### src/hw/naval_macros.svh
`ifndef NAVAL_MACROS_SVH
`define NAVAL_MACROS_SVH

// ============================================================
// Game sizing
// ============================================================
`define NAVAL_MAX_SHIPS 5   // Also the max number of lives
`define NAVAL_BOARD_DIM 8   // Cells per side

// ============================================================
// Seven-segment codes, active low, segment g in bit 6
// ============================================================
`define NAVAL_SEG_BLANK 7'b1111111
`define NAVAL_SEG_0     7'b1000000
`define NAVAL_SEG_1     7'b1111001
`define NAVAL_SEG_2     7'b0100100
`define NAVAL_SEG_3     7'b0110000
`define NAVAL_SEG_4     7'b0011001
`define NAVAL_SEG_5     7'b0010010

`endif
### src/hw/naval_display_pkg.sv
`include "naval_macros.svh"

package naval_display_pkg;

	// Active low, g in the top bit
	typedef logic [6:0] seg7_t;

	// Lives count to digit, anything past the fleet max is blank
	function automatic seg7_t life_to_seg(input logic [2:0] lives);
		seg7_t seg;
		case (lives)
			3'd0:    seg = `NAVAL_SEG_0;
			3'd1:    seg = `NAVAL_SEG_1;
			3'd2:    seg = `NAVAL_SEG_2;
			3'd3:    seg = `NAVAL_SEG_3;
			3'd4:    seg = `NAVAL_SEG_4;
			3'd5:    seg = `NAVAL_SEG_5;
			default: seg = `NAVAL_SEG_BLANK;
		endcase
		return seg;
	endfunction

endpackage

### src/hw/naval_game_pkg.sv
package naval_game_pkg;

	// 0 is water or a miss, 1 to 5 name a ship
	typedef logic [2:0] ship_id_t;

	// ============================================================
	// Switch word, read as setup or as a shot
	// ============================================================
	typedef struct packed {
		logic [2:0] spare;
		logic [2:0] fleet_size;
	} setup_view_t;

	typedef struct packed {
		logic [2:0] row;
		logic [2:0] col;
	} shot_view_t;

	typedef union packed {
		setup_view_t setup;
		shot_view_t  shot;
	} cmd_word_u;

	typedef enum logic [1:0] {
		phase_idle = 2'd0,
		phase_play = 2'd1,
		phase_over = 2'd2
	} game_phase_e;

endpackage

### src/hw/naval_battle_top.sv
`timescale 1ns/1ns

module naval_battle_top
	import naval_game_pkg::*, naval_display_pkg::*;
(
	input  logic       en_put_barcos,
	input  logic       en_check_life,
	input  logic       start,
	input  logic       fire,
	input  logic [5:0] cmd_word,
	output logic       turn,
	output logic       game_over,
	output logic       winner,
	output logic       impact_valid_p0,
	output logic       impact_valid_p1,
	output ship_id_t   impact_ship_p0,
	output ship_id_t   impact_ship_p1,
	output seg7_t      display_life_p0,
	output seg7_t      display_life_p1,
	output logic       dead_p0,
	output logic       dead_p1
);

	logic       load;
	logic [2:0] fleet_size;
	logic       shot_p0;
	logic       shot_p1;
	logic [2:0] row;
	logic [2:0] col;

	turn_controller u_ctrl (
		.en_put_barcos (en_put_barcos),
		.en_check_life (en_check_life),
		.start         (start),
		.fire          (fire),
		.cmd_word      (cmd_word),
		.dead_p0       (dead_p0),
		.dead_p1       (dead_p1),
		.load          (load),
		.fleet_size    (fleet_size),
		.shot_p0       (shot_p0),
		.shot_p1       (shot_p1),
		.row           (row),
		.col           (col),
		.turn          (turn),
		.game_over     (game_over),
		.winner        (winner)
	);

	// ============================================================
	// Player 0
	// ============================================================
	fleet_board u_board_p0 (
		.en_put_barcos (en_put_barcos),
		.en_check_life (en_check_life),
		.load          (load),
		.fleet_size    (fleet_size),
		.shot          (shot_p0),
		.row           (row),
		.col           (col),
		.impact_valid  (impact_valid_p0),
		.impact_ship   (impact_ship_p0)
	);

	ship_life_tracker u_life_p0 (
		.en_put_barcos (en_put_barcos),
		.en_check_life (en_check_life),
		.load          (load),
		.fleet_size    (fleet_size),
		.impact_valid  (impact_valid_p0),
		.impact_ship   (impact_ship_p0),
		.array_life    (),                 // Per-ship counts stay internal
		.display_life  (display_life_p0),
		.dead          (dead_p0)
	);

	// ============================================================
	// Player 1
	// ============================================================
	fleet_board u_board_p1 (
		.en_put_barcos (en_put_barcos),
		.en_check_life (en_check_life),
		.load          (load),
		.fleet_size    (fleet_size),
		.shot          (shot_p1),
		.row           (row),
		.col           (col),
		.impact_valid  (impact_valid_p1),
		.impact_ship   (impact_ship_p1)
	);

	ship_life_tracker u_life_p1 (
		.en_put_barcos (en_put_barcos),
		.en_check_life (en_check_life),
		.load          (load),
		.fleet_size    (fleet_size),
		.impact_valid  (impact_valid_p1),
		.impact_ship   (impact_ship_p1),
		.array_life    (),
		.display_life  (display_life_p1),
		.dead          (dead_p1)
	);

endmodule

### src/hw/turn_controller.sv
`timescale 1ns/1ns

`include "naval_macros.svh"

module turn_controller
	import naval_game_pkg::*;
(
	input  logic       en_put_barcos,
	input  logic       en_check_life,
	input  logic       start,
	input  logic       fire,
	input  cmd_word_u  cmd_word,
	input  logic       dead_p0,
	input  logic       dead_p1,
	output logic       load,
	output logic [2:0] fleet_size,
	output logic       shot_p0,
	output logic       shot_p1,
	output logic [2:0] row,
	output logic [2:0] col,
	output logic       turn,
	output logic       game_over,
	output logic       winner
);

	localparam logic [1:0] busy_cycles = 2'd3;

	game_phase_e phase_q;
	logic [1:0]  busy_q;
	logic        turn_q;     // Player whose shot is next
	logic        winner_q;
	logic [2:0]  size_raw;
	logic        accept;

	// ============================================================
	// Decode of the switch word
	// ============================================================
	assign size_raw   = cmd_word.setup.fleet_size;
	assign fleet_size = ((size_raw == 3'd0) || (size_raw > 3'(`NAVAL_MAX_SHIPS)))
		? 3'd1 : size_raw;
	assign row        = cmd_word.shot.row;
	assign col        = cmd_word.shot.col;

	assign load    = start;
	// Start wins over a fire in the same cycle
	assign accept  = fire && !start && (phase_q == phase_play) && (busy_q == 2'd0);
	assign shot_p0 = accept && turn_q;    // Player 1 fires at board 0
	assign shot_p1 = accept && !turn_q;

	always_ff @(posedge en_put_barcos or posedge en_check_life) begin
		if (en_check_life) begin
			phase_q  <= phase_idle;
			busy_q   <= '0;
			turn_q   <= 1'b0;
			winner_q <= 1'b0;
		end else if (start) begin
			phase_q  <= phase_play;
			busy_q   <= '0;
			turn_q   <= 1'b0;
			winner_q <= 1'b0;
		end else begin
			if (accept) begin
				busy_q <= busy_cycles;
				turn_q <= ~turn_q;
			end else if (busy_q != 2'd0) begin
				busy_q <= busy_q - 2'd1;
			end
			if ((phase_q == phase_play) && (dead_p0 || dead_p1)) begin
				phase_q  <= phase_over;
				winner_q <= dead_p0;   // The side still alive
			end
		end
	end

	assign turn      = turn_q;
	assign game_over = (phase_q == phase_over);
	assign winner    = winner_q;

	// Only one fleet can ever be sunk
	a_one_dead: assert property (
		@(posedge en_put_barcos) disable iff (en_check_life)
		!(dead_p0 && dead_p1)
	);

	// The declared winner never has its fleet sunk
	a_winner_alive: assert property (
		@(posedge en_put_barcos) disable iff (en_check_life)
		game_over |-> !(winner ? dead_p1 : dead_p0)
	);

endmodule

### src/hw/ship_life_tracker.sv
`timescale 1ns/1ns

`include "naval_macros.svh"

module ship_life_tracker
	import naval_game_pkg::*, naval_display_pkg::*;
(
	input  logic       en_put_barcos,
	input  logic       en_check_life,
	input  logic       load,
	input  logic [2:0] fleet_size,
	input  logic       impact_valid,
	input  ship_id_t   impact_ship,
	output logic [2:0] array_life [`NAVAL_MAX_SHIPS],
	output seg7_t      display_life,
	output logic       dead
);

	logic [2:0] segs_q [`NAVAL_MAX_SHIPS];   // Entry k-1 belongs to ship k
	logic [2:0] segs_n [`NAVAL_MAX_SHIPS];
	logic [2:0] lives_q;
	logic [2:0] lives_n;
	logic       armed_q;                     // Set by the first load
	logic       armed_n;
	logic [2:0] hit_idx;
	logic       hit_ok;
	logic [2:0] alive_cnt;

	assign hit_idx = impact_ship - 3'd1;
	assign hit_ok  = impact_valid && (impact_ship != '0)
		&& (impact_ship <= 3'(`NAVAL_MAX_SHIPS)) && (segs_q[hit_idx] != 3'd0);
	assign armed_n = armed_q | load;

	// ============================================================
	// Next segment counts and lives
	// ============================================================
	always_comb begin
		segs_n  = segs_q;
		lives_n = lives_q;
		if (load) begin
			for (int k = 0; k < `NAVAL_MAX_SHIPS; k++)
				segs_n[k] = (k < fleet_size) ? 3'(k + 1) : 3'd0;
			lives_n = fleet_size;
		end else if (hit_ok) begin
			segs_n[hit_idx] = segs_q[hit_idx] - 3'd1;
			if (segs_q[hit_idx] == 3'd1)
				lives_n = lives_q - 3'd1;   // Last segment gone, ship sunk
		end
	end

	always_ff @(posedge en_put_barcos or posedge en_check_life) begin
		if (en_check_life) begin
			segs_q       <= '{default: 3'd0};
			lives_q      <= '0;
			armed_q      <= 1'b0;
			display_life <= `NAVAL_SEG_BLANK;
		end else begin
			segs_q       <= segs_n;
			lives_q      <= lives_n;
			armed_q      <= armed_n;
			display_life <= armed_n ? life_to_seg(lives_n) : `NAVAL_SEG_BLANK;
		end
	end

	assign array_life = segs_q;
	assign dead       = armed_q && (lives_q == 3'd0);

	// Ships still afloat
	always_comb begin
		alive_cnt = '0;
		for (int k = 0; k < `NAVAL_MAX_SHIPS; k++)
			alive_cnt = alive_cnt + 3'(segs_q[k] != 3'd0);
	end

	// Holds only because the controller clamps the fleet size
	a_lives_max: assert property (
		@(posedge en_put_barcos) disable iff (en_check_life)
		lives_q <= 3'(`NAVAL_MAX_SHIPS)
	);

	a_lives_match: assert property (
		@(posedge en_put_barcos) disable iff (en_check_life)
		lives_q == alive_cnt
	);

endmodule

### src/hw/fleet_board.sv
`timescale 1ns/1ns

`include "naval_macros.svh"

module fleet_board
	import naval_game_pkg::*;
(
	input  logic       en_put_barcos,
	input  logic       en_check_life,
	input  logic       load,
	input  logic [2:0] fleet_size,
	input  logic       shot,
	input  logic [2:0] row,
	input  logic [2:0] col,
	output logic       impact_valid,
	output ship_id_t   impact_ship
);

	localparam int cells  = `NAVAL_BOARD_DIM * `NAVAL_BOARD_DIM;
	localparam int cell_w = $clog2(cells);

	logic [cells-1:0]  hit_q;      // One bit per cell already fired on
	logic [2:0]        size_q;
	logic [cell_w-1:0] cell_idx;
	logic              on_ship;
	ship_id_t          ship_here;

	// ============================================================
	// Fixed layout: ship k sits in row k-1, columns 0 to k-1
	// ============================================================
	assign cell_idx = cell_w'(row) * cell_w'(`NAVAL_BOARD_DIM) + cell_w'(col);
	assign on_ship  = (row < size_q) && (col <= row);

	always_comb begin
		if (on_ship && !hit_q[cell_idx])
			ship_here = ship_id_t'(row + 3'd1);
		else
			ship_here = '0;    // Water or a repeat
	end

	always_ff @(posedge en_put_barcos or posedge en_check_life) begin
		if (en_check_life) begin
			hit_q        <= '0;
			size_q       <= '0;
			impact_valid <= 1'b0;
			impact_ship  <= '0;
		end else begin
			impact_valid <= shot;
			impact_ship  <= shot ? ship_here : '0;
			if (load) begin
				hit_q  <= '0;
				size_q <= fleet_size;
			end else if (shot) begin
				hit_q[cell_idx] <= 1'b1;
			end
		end
	end

	// A reload never shares its cycle with a shot
	a_no_shot_on_load: assert property (
		@(posedge en_put_barcos) disable iff (en_check_life)
		!(shot && load)
	);

	// Only a clamped fleet size is ever stored
	a_size_in_range: assert property (
		@(posedge en_put_barcos) disable iff (en_check_life)
		load |=> (size_q >= 3'd1) && (size_q <= 3'(`NAVAL_MAX_SHIPS))
	);

endmodule

### config.mk
export PLATFORM = sky130hd
export DESIGN_NAME = naval_battle_top
export DESIGN_NICKNAME = d
export VERILOG_FILES = /design/src/hw/naval_display_pkg.sv /design/src/hw/naval_game_pkg.sv /design/src/hw/naval_battle_top.sv /design/src/hw/turn_controller.sv /design/src/hw/ship_life_tracker.sv /design/src/hw/fleet_board.sv
export VERILOG_INCLUDE_DIRS = /design/src /design/src/hw
export SDC_FILE = /design/constraint.sdc
export NUM_CORES = 1
export LEC_CHECK = 0
export BUFFER_PORTS_ARGS = -buffer_cell sky130_fd_sc_hd__buf_2
export CORE_UTILIZATION = 60
export CTS_CLUSTER_SIZE = 24
export DETAILED_ROUTE_END_ITERATION = 8
export PLACE_DENSITY = 0.8
export SLEW_MARGIN = 5
export SYNTH_ARGS = -nofsm -noshare
export SYNTH_HDL_FRONTEND = slang
export SYNTH_HIERARCHICAL = 1
export SYNTH_SLANG_ARGS = --single-unit
### constraint.sdc
create_clock -name en_put_barcos -period 4 [get_ports en_put_barcos]
set_input_delay 0.6 -clock en_put_barcos [delete_from_list [all_inputs] [get_ports en_put_barcos]]
set_output_delay 0.6 -clock en_put_barcos [all_outputs]
set_load 0.03 [all_outputs]
==> results summary <==
The total number of vias is about 8000. The total number of yosys warnings is 6. For this design the top-level I/O count stands at 37. The post-synthesis sequential area ratio came out at 48.6%.

The core region is 16600 um2. Setup repair after global routing left no endpoint under its margin. The number of unique standard cell types used by synthesis came out at 84. The placer congestion estimate came out at 0.891.

The average cell area after synthesis came out at 9.79 um2. The post-synth design cell area came out at 10200 um2. Counting flops and latches in the post-synthesis netlist gives 198. Power spread over the standard cell area amounts to between 300 and 400 nW/um2. The number of DRC markers after the initial detailed-route iteration came out at slightly below 800.

The wire length after detailed routing is 23.3 mm. The final layout contains 1094 nets. The first global-routing pass estimated a little under 40 mm of wire. The worst register-to-register path begins at u_board_p0/impact_ship[0]. The final critical-path required period came out at 3.69 ns. The number of antenna violations at the first check in global routing came out at 0. Derived from the worst setup path, the maximum achievable clock frequency is 271 MHz. The overall die area came out at 17600 um2. The number of clock sinks is 198. The instance area at placement is 10500 um2. The final clock skew is 0.00541 ns. The critical-path maximum fanout is 9.

The endpoint arrival time on the critical path is 4.05 ns. The count of nets left with antenna violations after detail routing came out at 0. Combinational cells account for 12.8% of the total power.

The global routing usage summed across all routing layers came out at around 28%. The switching fraction of total power came out at 26.8%. The number of global-route vias before repair is 7708.

The power spent charging and discharging nets is 1.13 mW. Hold repair after CTS inserted 0 buffers. The post-layout instance area came out at 11000 um2. The count of endpoints failing hold in the final timing report came to 0.

For this run, asynchronously set or reset flops after synthesis account for 100%. For the pin with the worst max-slew slack, the measured transition is 0.975 ns. The post-detailed-route DRC marker count came out at 0.

The relative contribution of the clock network to total power is 36.9%. Synthesis handed over a netlist of 1044 instances. The antenna diode count came out at 0. In this design, the stage delay of the slowest critical-path cell is 0.48 ns. The worst voltage drop across the vdd grid is 0.000290 V. The start point of the critical path is u_board_p0/impact_ship[0].

The layout overhead on the synthesized area is 7.88%. Measured against its own limit, the worst slew margin works out to approximately 34%. The width of the die came out at 132 um. Hold is met by 0.140 ns. The number of enable flip-flop cells after synthesis is 0.

The count of port buffers added during placement is 36. The fraction of power consumed by sequential logic came out at 50.3%. Measured along the y axis, the die boundary spans 132 um. The kind of end point of the critical path is a flop.

The CTS H-tree depth came out at 4. The total count of max-transition violations in the final report is 0. The worst setup path is launched from a flop. The first-pass iteration count of the detailed router came out at 7.

Walking the worst path, the cells encountered are inv_1 -> ha_1 -> xnor2_2 -> nor2_1 -> a22o_1 -> a22oi_1 -> inv_1 -> ha_1 -> nor2b_1 -> o2111ai_1 -> nor4_4 -> mux2i_1 -> o311ai_4 -> a21o_1 -> nand3_1. In this run the worst setup path terminates at u_life_p0/display_life[3]. The number of failing setup endpoints in the final timing report is 0. The setup TNS after final layout is 0 ns.

The slowest stage of the critical path belongs to the cell sky130_fd_sc_hd__dfrtp_1. The critical path start-end classification is flop to flop. CTS placed an instance of sky130_fd_sc_hd__clkbuf_16 at the clock tree root. The slack of the worst reg-to-reg path came out at 0.31 ns. The number of nets handed over by synthesis was about 1100. The data required time of the worst path came out at 4.37 ns.

The initial cell density of the core is 61.6%. For this run the aggregate overflow at the end of global routing stands at 0. The path class of the tightest hold or removal check is primary input to async pin. The run finished with clean final reports. The maximum buffer depth of the clock tree came out at 2. The clock-pin slew on the worst setup and hold paths came out at about 0.070 ns.

The routed wire length per instance is 18.1 um. The maximum number of pins on one net before global-route repair came out at 90. The leakage power figure is 4.94 nW. For this run, the leading register cell type out of synthesis is sky130_fd_sc_hd__dfrtp_1. The endpoint identified for the worst register-to-register timing path is u_life_p0/display_life[3].

The initialized floorplan defines 47 standard-cell rows. The detailed placement HPWL came out at 15.1 mm. The part of the cycle the worst path needs came out at 92.2%. The share of layout cells above drive strength 1 came out at 13.8%. The total power of the final layout came out at 4.21 mW. The clock insertion delay at the later pin of the skew report came out at 0.43 ns. The design internal power is 3.08 mW. The number of cells on the worst reg-to-reg path is 15. The number of clock buffers added by TritonCTS is 17.

The buffers inserted during post-CTS setup optimization came out at 0. Dividing the detail-routed via count by the number of cells gives 6.15. TritonCTS built the clock tree.

The max-capacitance violation count came out at 0. The number of cells upsized or downsized after cts is 0.
[worst max-delay path: cells and delay by family (launching register included)]
family,cells,cell delay [ns]
buffers and inverters,2,0.37
multiplexers,1,0.26
XOR/XNOR,1,0.33
adder cells (fa/ha/maj),2,0.50
AND/OR/NAND/NOR,4,0.43
flip-flops,1,0.48
AO/OA/AOI/OAI,5,1.25
[state kept, by name, summed over array words and instances, names as in the netlist, 2 cells and up]
name / count
u_board_p0/hit_q: 64
u_board_p1/hit_q: 64
u_life_p0/array_life: 15
u_life_p1/array_life: 15
u_life_p0/display_life: 6
u_life_p1/display_life: 6
u_board_p0/impact_ship: 3
u_board_p0/size_q: 3
u_board_p1/impact_ship: 3
u_board_p1/size_q: 3
u_life_p0/lives_q: 3
u_life_p1/lives_q: 3
u_ctrl/busy_q: 2
u_ctrl/phase_q: 2
[cell families after synthesis]
kind of cell / share of synthesized area (%)
AOI/OAI and AO/OA: 16.0
xor gates and xnor gates: 1.19
adders and majority gates: 3.55
buffers and inverters: 4.95
DFF: 48.6
muxes: 8.34
and+or+nand+nor: 17.4
[Yosys cell counts (6+ instances only)]
master	n	area share [%]
sky130_fd_sc_hd__nor2b_1	16	0.98
sky130_fd_sc_hd__xnor2_1	8	0.69
sky130_fd_sc_hd__o22ai_1	6	0.37
sky130_fd_sc_hd__a211oi_1	9	0.66
sky130_fd_sc_hd__inv_1	43	1.6
sky130_fd_sc_hd__mux2_2	10	1.1
sky130_fd_sc_hd__o21ai_0	25	1.2
sky130_fd_sc_hd__ha_1	29	3.6
sky130_fd_sc_hd__dfrtp_1	186	46
sky130_fd_sc_hd__a22oi_1	11	0.81
sky130_fd_sc_hd__dfstp_2	12	3.1
sky130_fd_sc_hd__nor2_1	188	6.9
sky130_fd_sc_hd__nand2_1	46	1.7
sky130_fd_sc_hd__nand3b_1	7	0.51
sky130_fd_sc_hd__a21o_1	9	0.66
sky130_fd_sc_hd__and3_1	8	0.49
sky130_fd_sc_hd__nand2b_1	11	0.67
sky130_fd_sc_hd__a21oi_1	138	6.8
sky130_fd_sc_hd__buf_1	7	0.26
sky130_fd_sc_hd__nor3_1	24	1.2
sky130_fd_sc_hd__nand3_1	26	1.3
sky130_fd_sc_hd__mux2i_1	54	5.3
sky130_fd_sc_hd__buf_2	12	0.59
sky130_fd_sc_hd__buf_4	11	0.81
sky130_fd_sc_hd__clkbuf_1	29	1.1
[how the worst min path moves through the flow]
stage / from / slack (ns) / depth (start not counted) / end
CTS: en_check_life / 0.13 / 2 / u_ctrl/phase_q[0]
finish: en_check_life / 0.14 / 2 / u_ctrl/winner
global route: en_check_life / 0.15 / 2 / u_ctrl/phase_q[1]
floorplan: en_check_life / 0.39 / 1 / u_ctrl/busy_q[0]
global placement: u_board_p0/hit_q[4] / 0.47 / 2 / u_board_p0/hit_q[4]
detailed placement: u_board_p0/hit_q[30] / 0.48 / 2 / u_board_p0/hit_q[30]
[metal layers]
| metal | vias up | part of all wire [%] | GRT usage [%] |
|---|---|---|---|
| li1 | 3668 | - | - |
| met1 | 3906 | 45 | 38.5 |
| met2 | 275 | 47 | 43.5 |
| met3 | 55 | 5.4 | 4.60 |
| met4 | 0 | 2.6 | 12.1 |
| met5 | - | 0 | 0 |
[power groups by stage]
stage	Sequential [mW]	Clock (mW)	Combinational, mW
floorplan	2.20	0	0.371
global placement	2.15	0	0.520
detailed placement	2.15	0	0.533
CTS	2.11	1.58	0.537
global route	2.12	1.65	0.589
finish	2.12	1.55	0.540
[cell usage in the layout (no fill, tap or decap), types with 5 or more instances in the layout]
cell type,n
sky130_fd_sc_hd__nor2_1,188
sky130_fd_sc_hd__dfrtp_1,186
sky130_fd_sc_hd__a21oi_1,138
sky130_fd_sc_hd__mux2i_1,54
sky130_fd_sc_hd__nand2_1,46
sky130_fd_sc_hd__inv_1,41
sky130_fd_sc_hd__buf_2,35
sky130_fd_sc_hd__ha_1,29
sky130_fd_sc_hd__nand3_1,26
sky130_fd_sc_hd__o21ai_0,25
sky130_fd_sc_hd__nor3_1,24
sky130_fd_sc_hd__buf_4,20
sky130_fd_sc_hd__clkbuf_16,17
sky130_fd_sc_hd__nor2b_1,16
sky130_fd_sc_hd__dfstp_2,12
sky130_fd_sc_hd__nand2b_1,11
sky130_fd_sc_hd__a22oi_1,11
sky130_fd_sc_hd__mux2_2,10
sky130_fd_sc_hd__a211oi_1,9
sky130_fd_sc_hd__a21o_1,9
sky130_fd_sc_hd__and3_1,8
sky130_fd_sc_hd__xnor2_1,8
sky130_fd_sc_hd__nand3b_1,7
sky130_fd_sc_hd__o22ai_1,6
sky130_fd_sc_hd__a31oi_1,5
sky130_fd_sc_hd__mux4_2,5
sky130_fd_sc_hd__o211ai_1,5
sky130_fd_sc_hd__nor3b_1,5
sky130_fd_sc_hd__a22o_1,5
[final cells by class]
class / instances / area, um2
multi-input cells: 737 / 4740
flip-flops and latches: 198 / 4970
well taps: 220 / 275
fillers: 1270 / 5560
inverters: 45 / 171
repair buffers: 56 / 337
clock inverters: 7 / 48.8
clock buffers: 23 / 478
[per-stage QoR]
step / utilization [%] / instances / setup slack [ns]
2_1_floorplan: - / 1044 / 0.463
3_3_place_gp: 63.3 / 1256 / 0.498
3_5_place_dp: 63.3 / 1256 / 0.357
4_1_cts: 66.5 / 1286 / 0.349
5_1_grt: 66.5 / 1286 / 0.0337
6_report: 66.5 / 1286 / 0.313
Power figures use the tool's default switching activity.
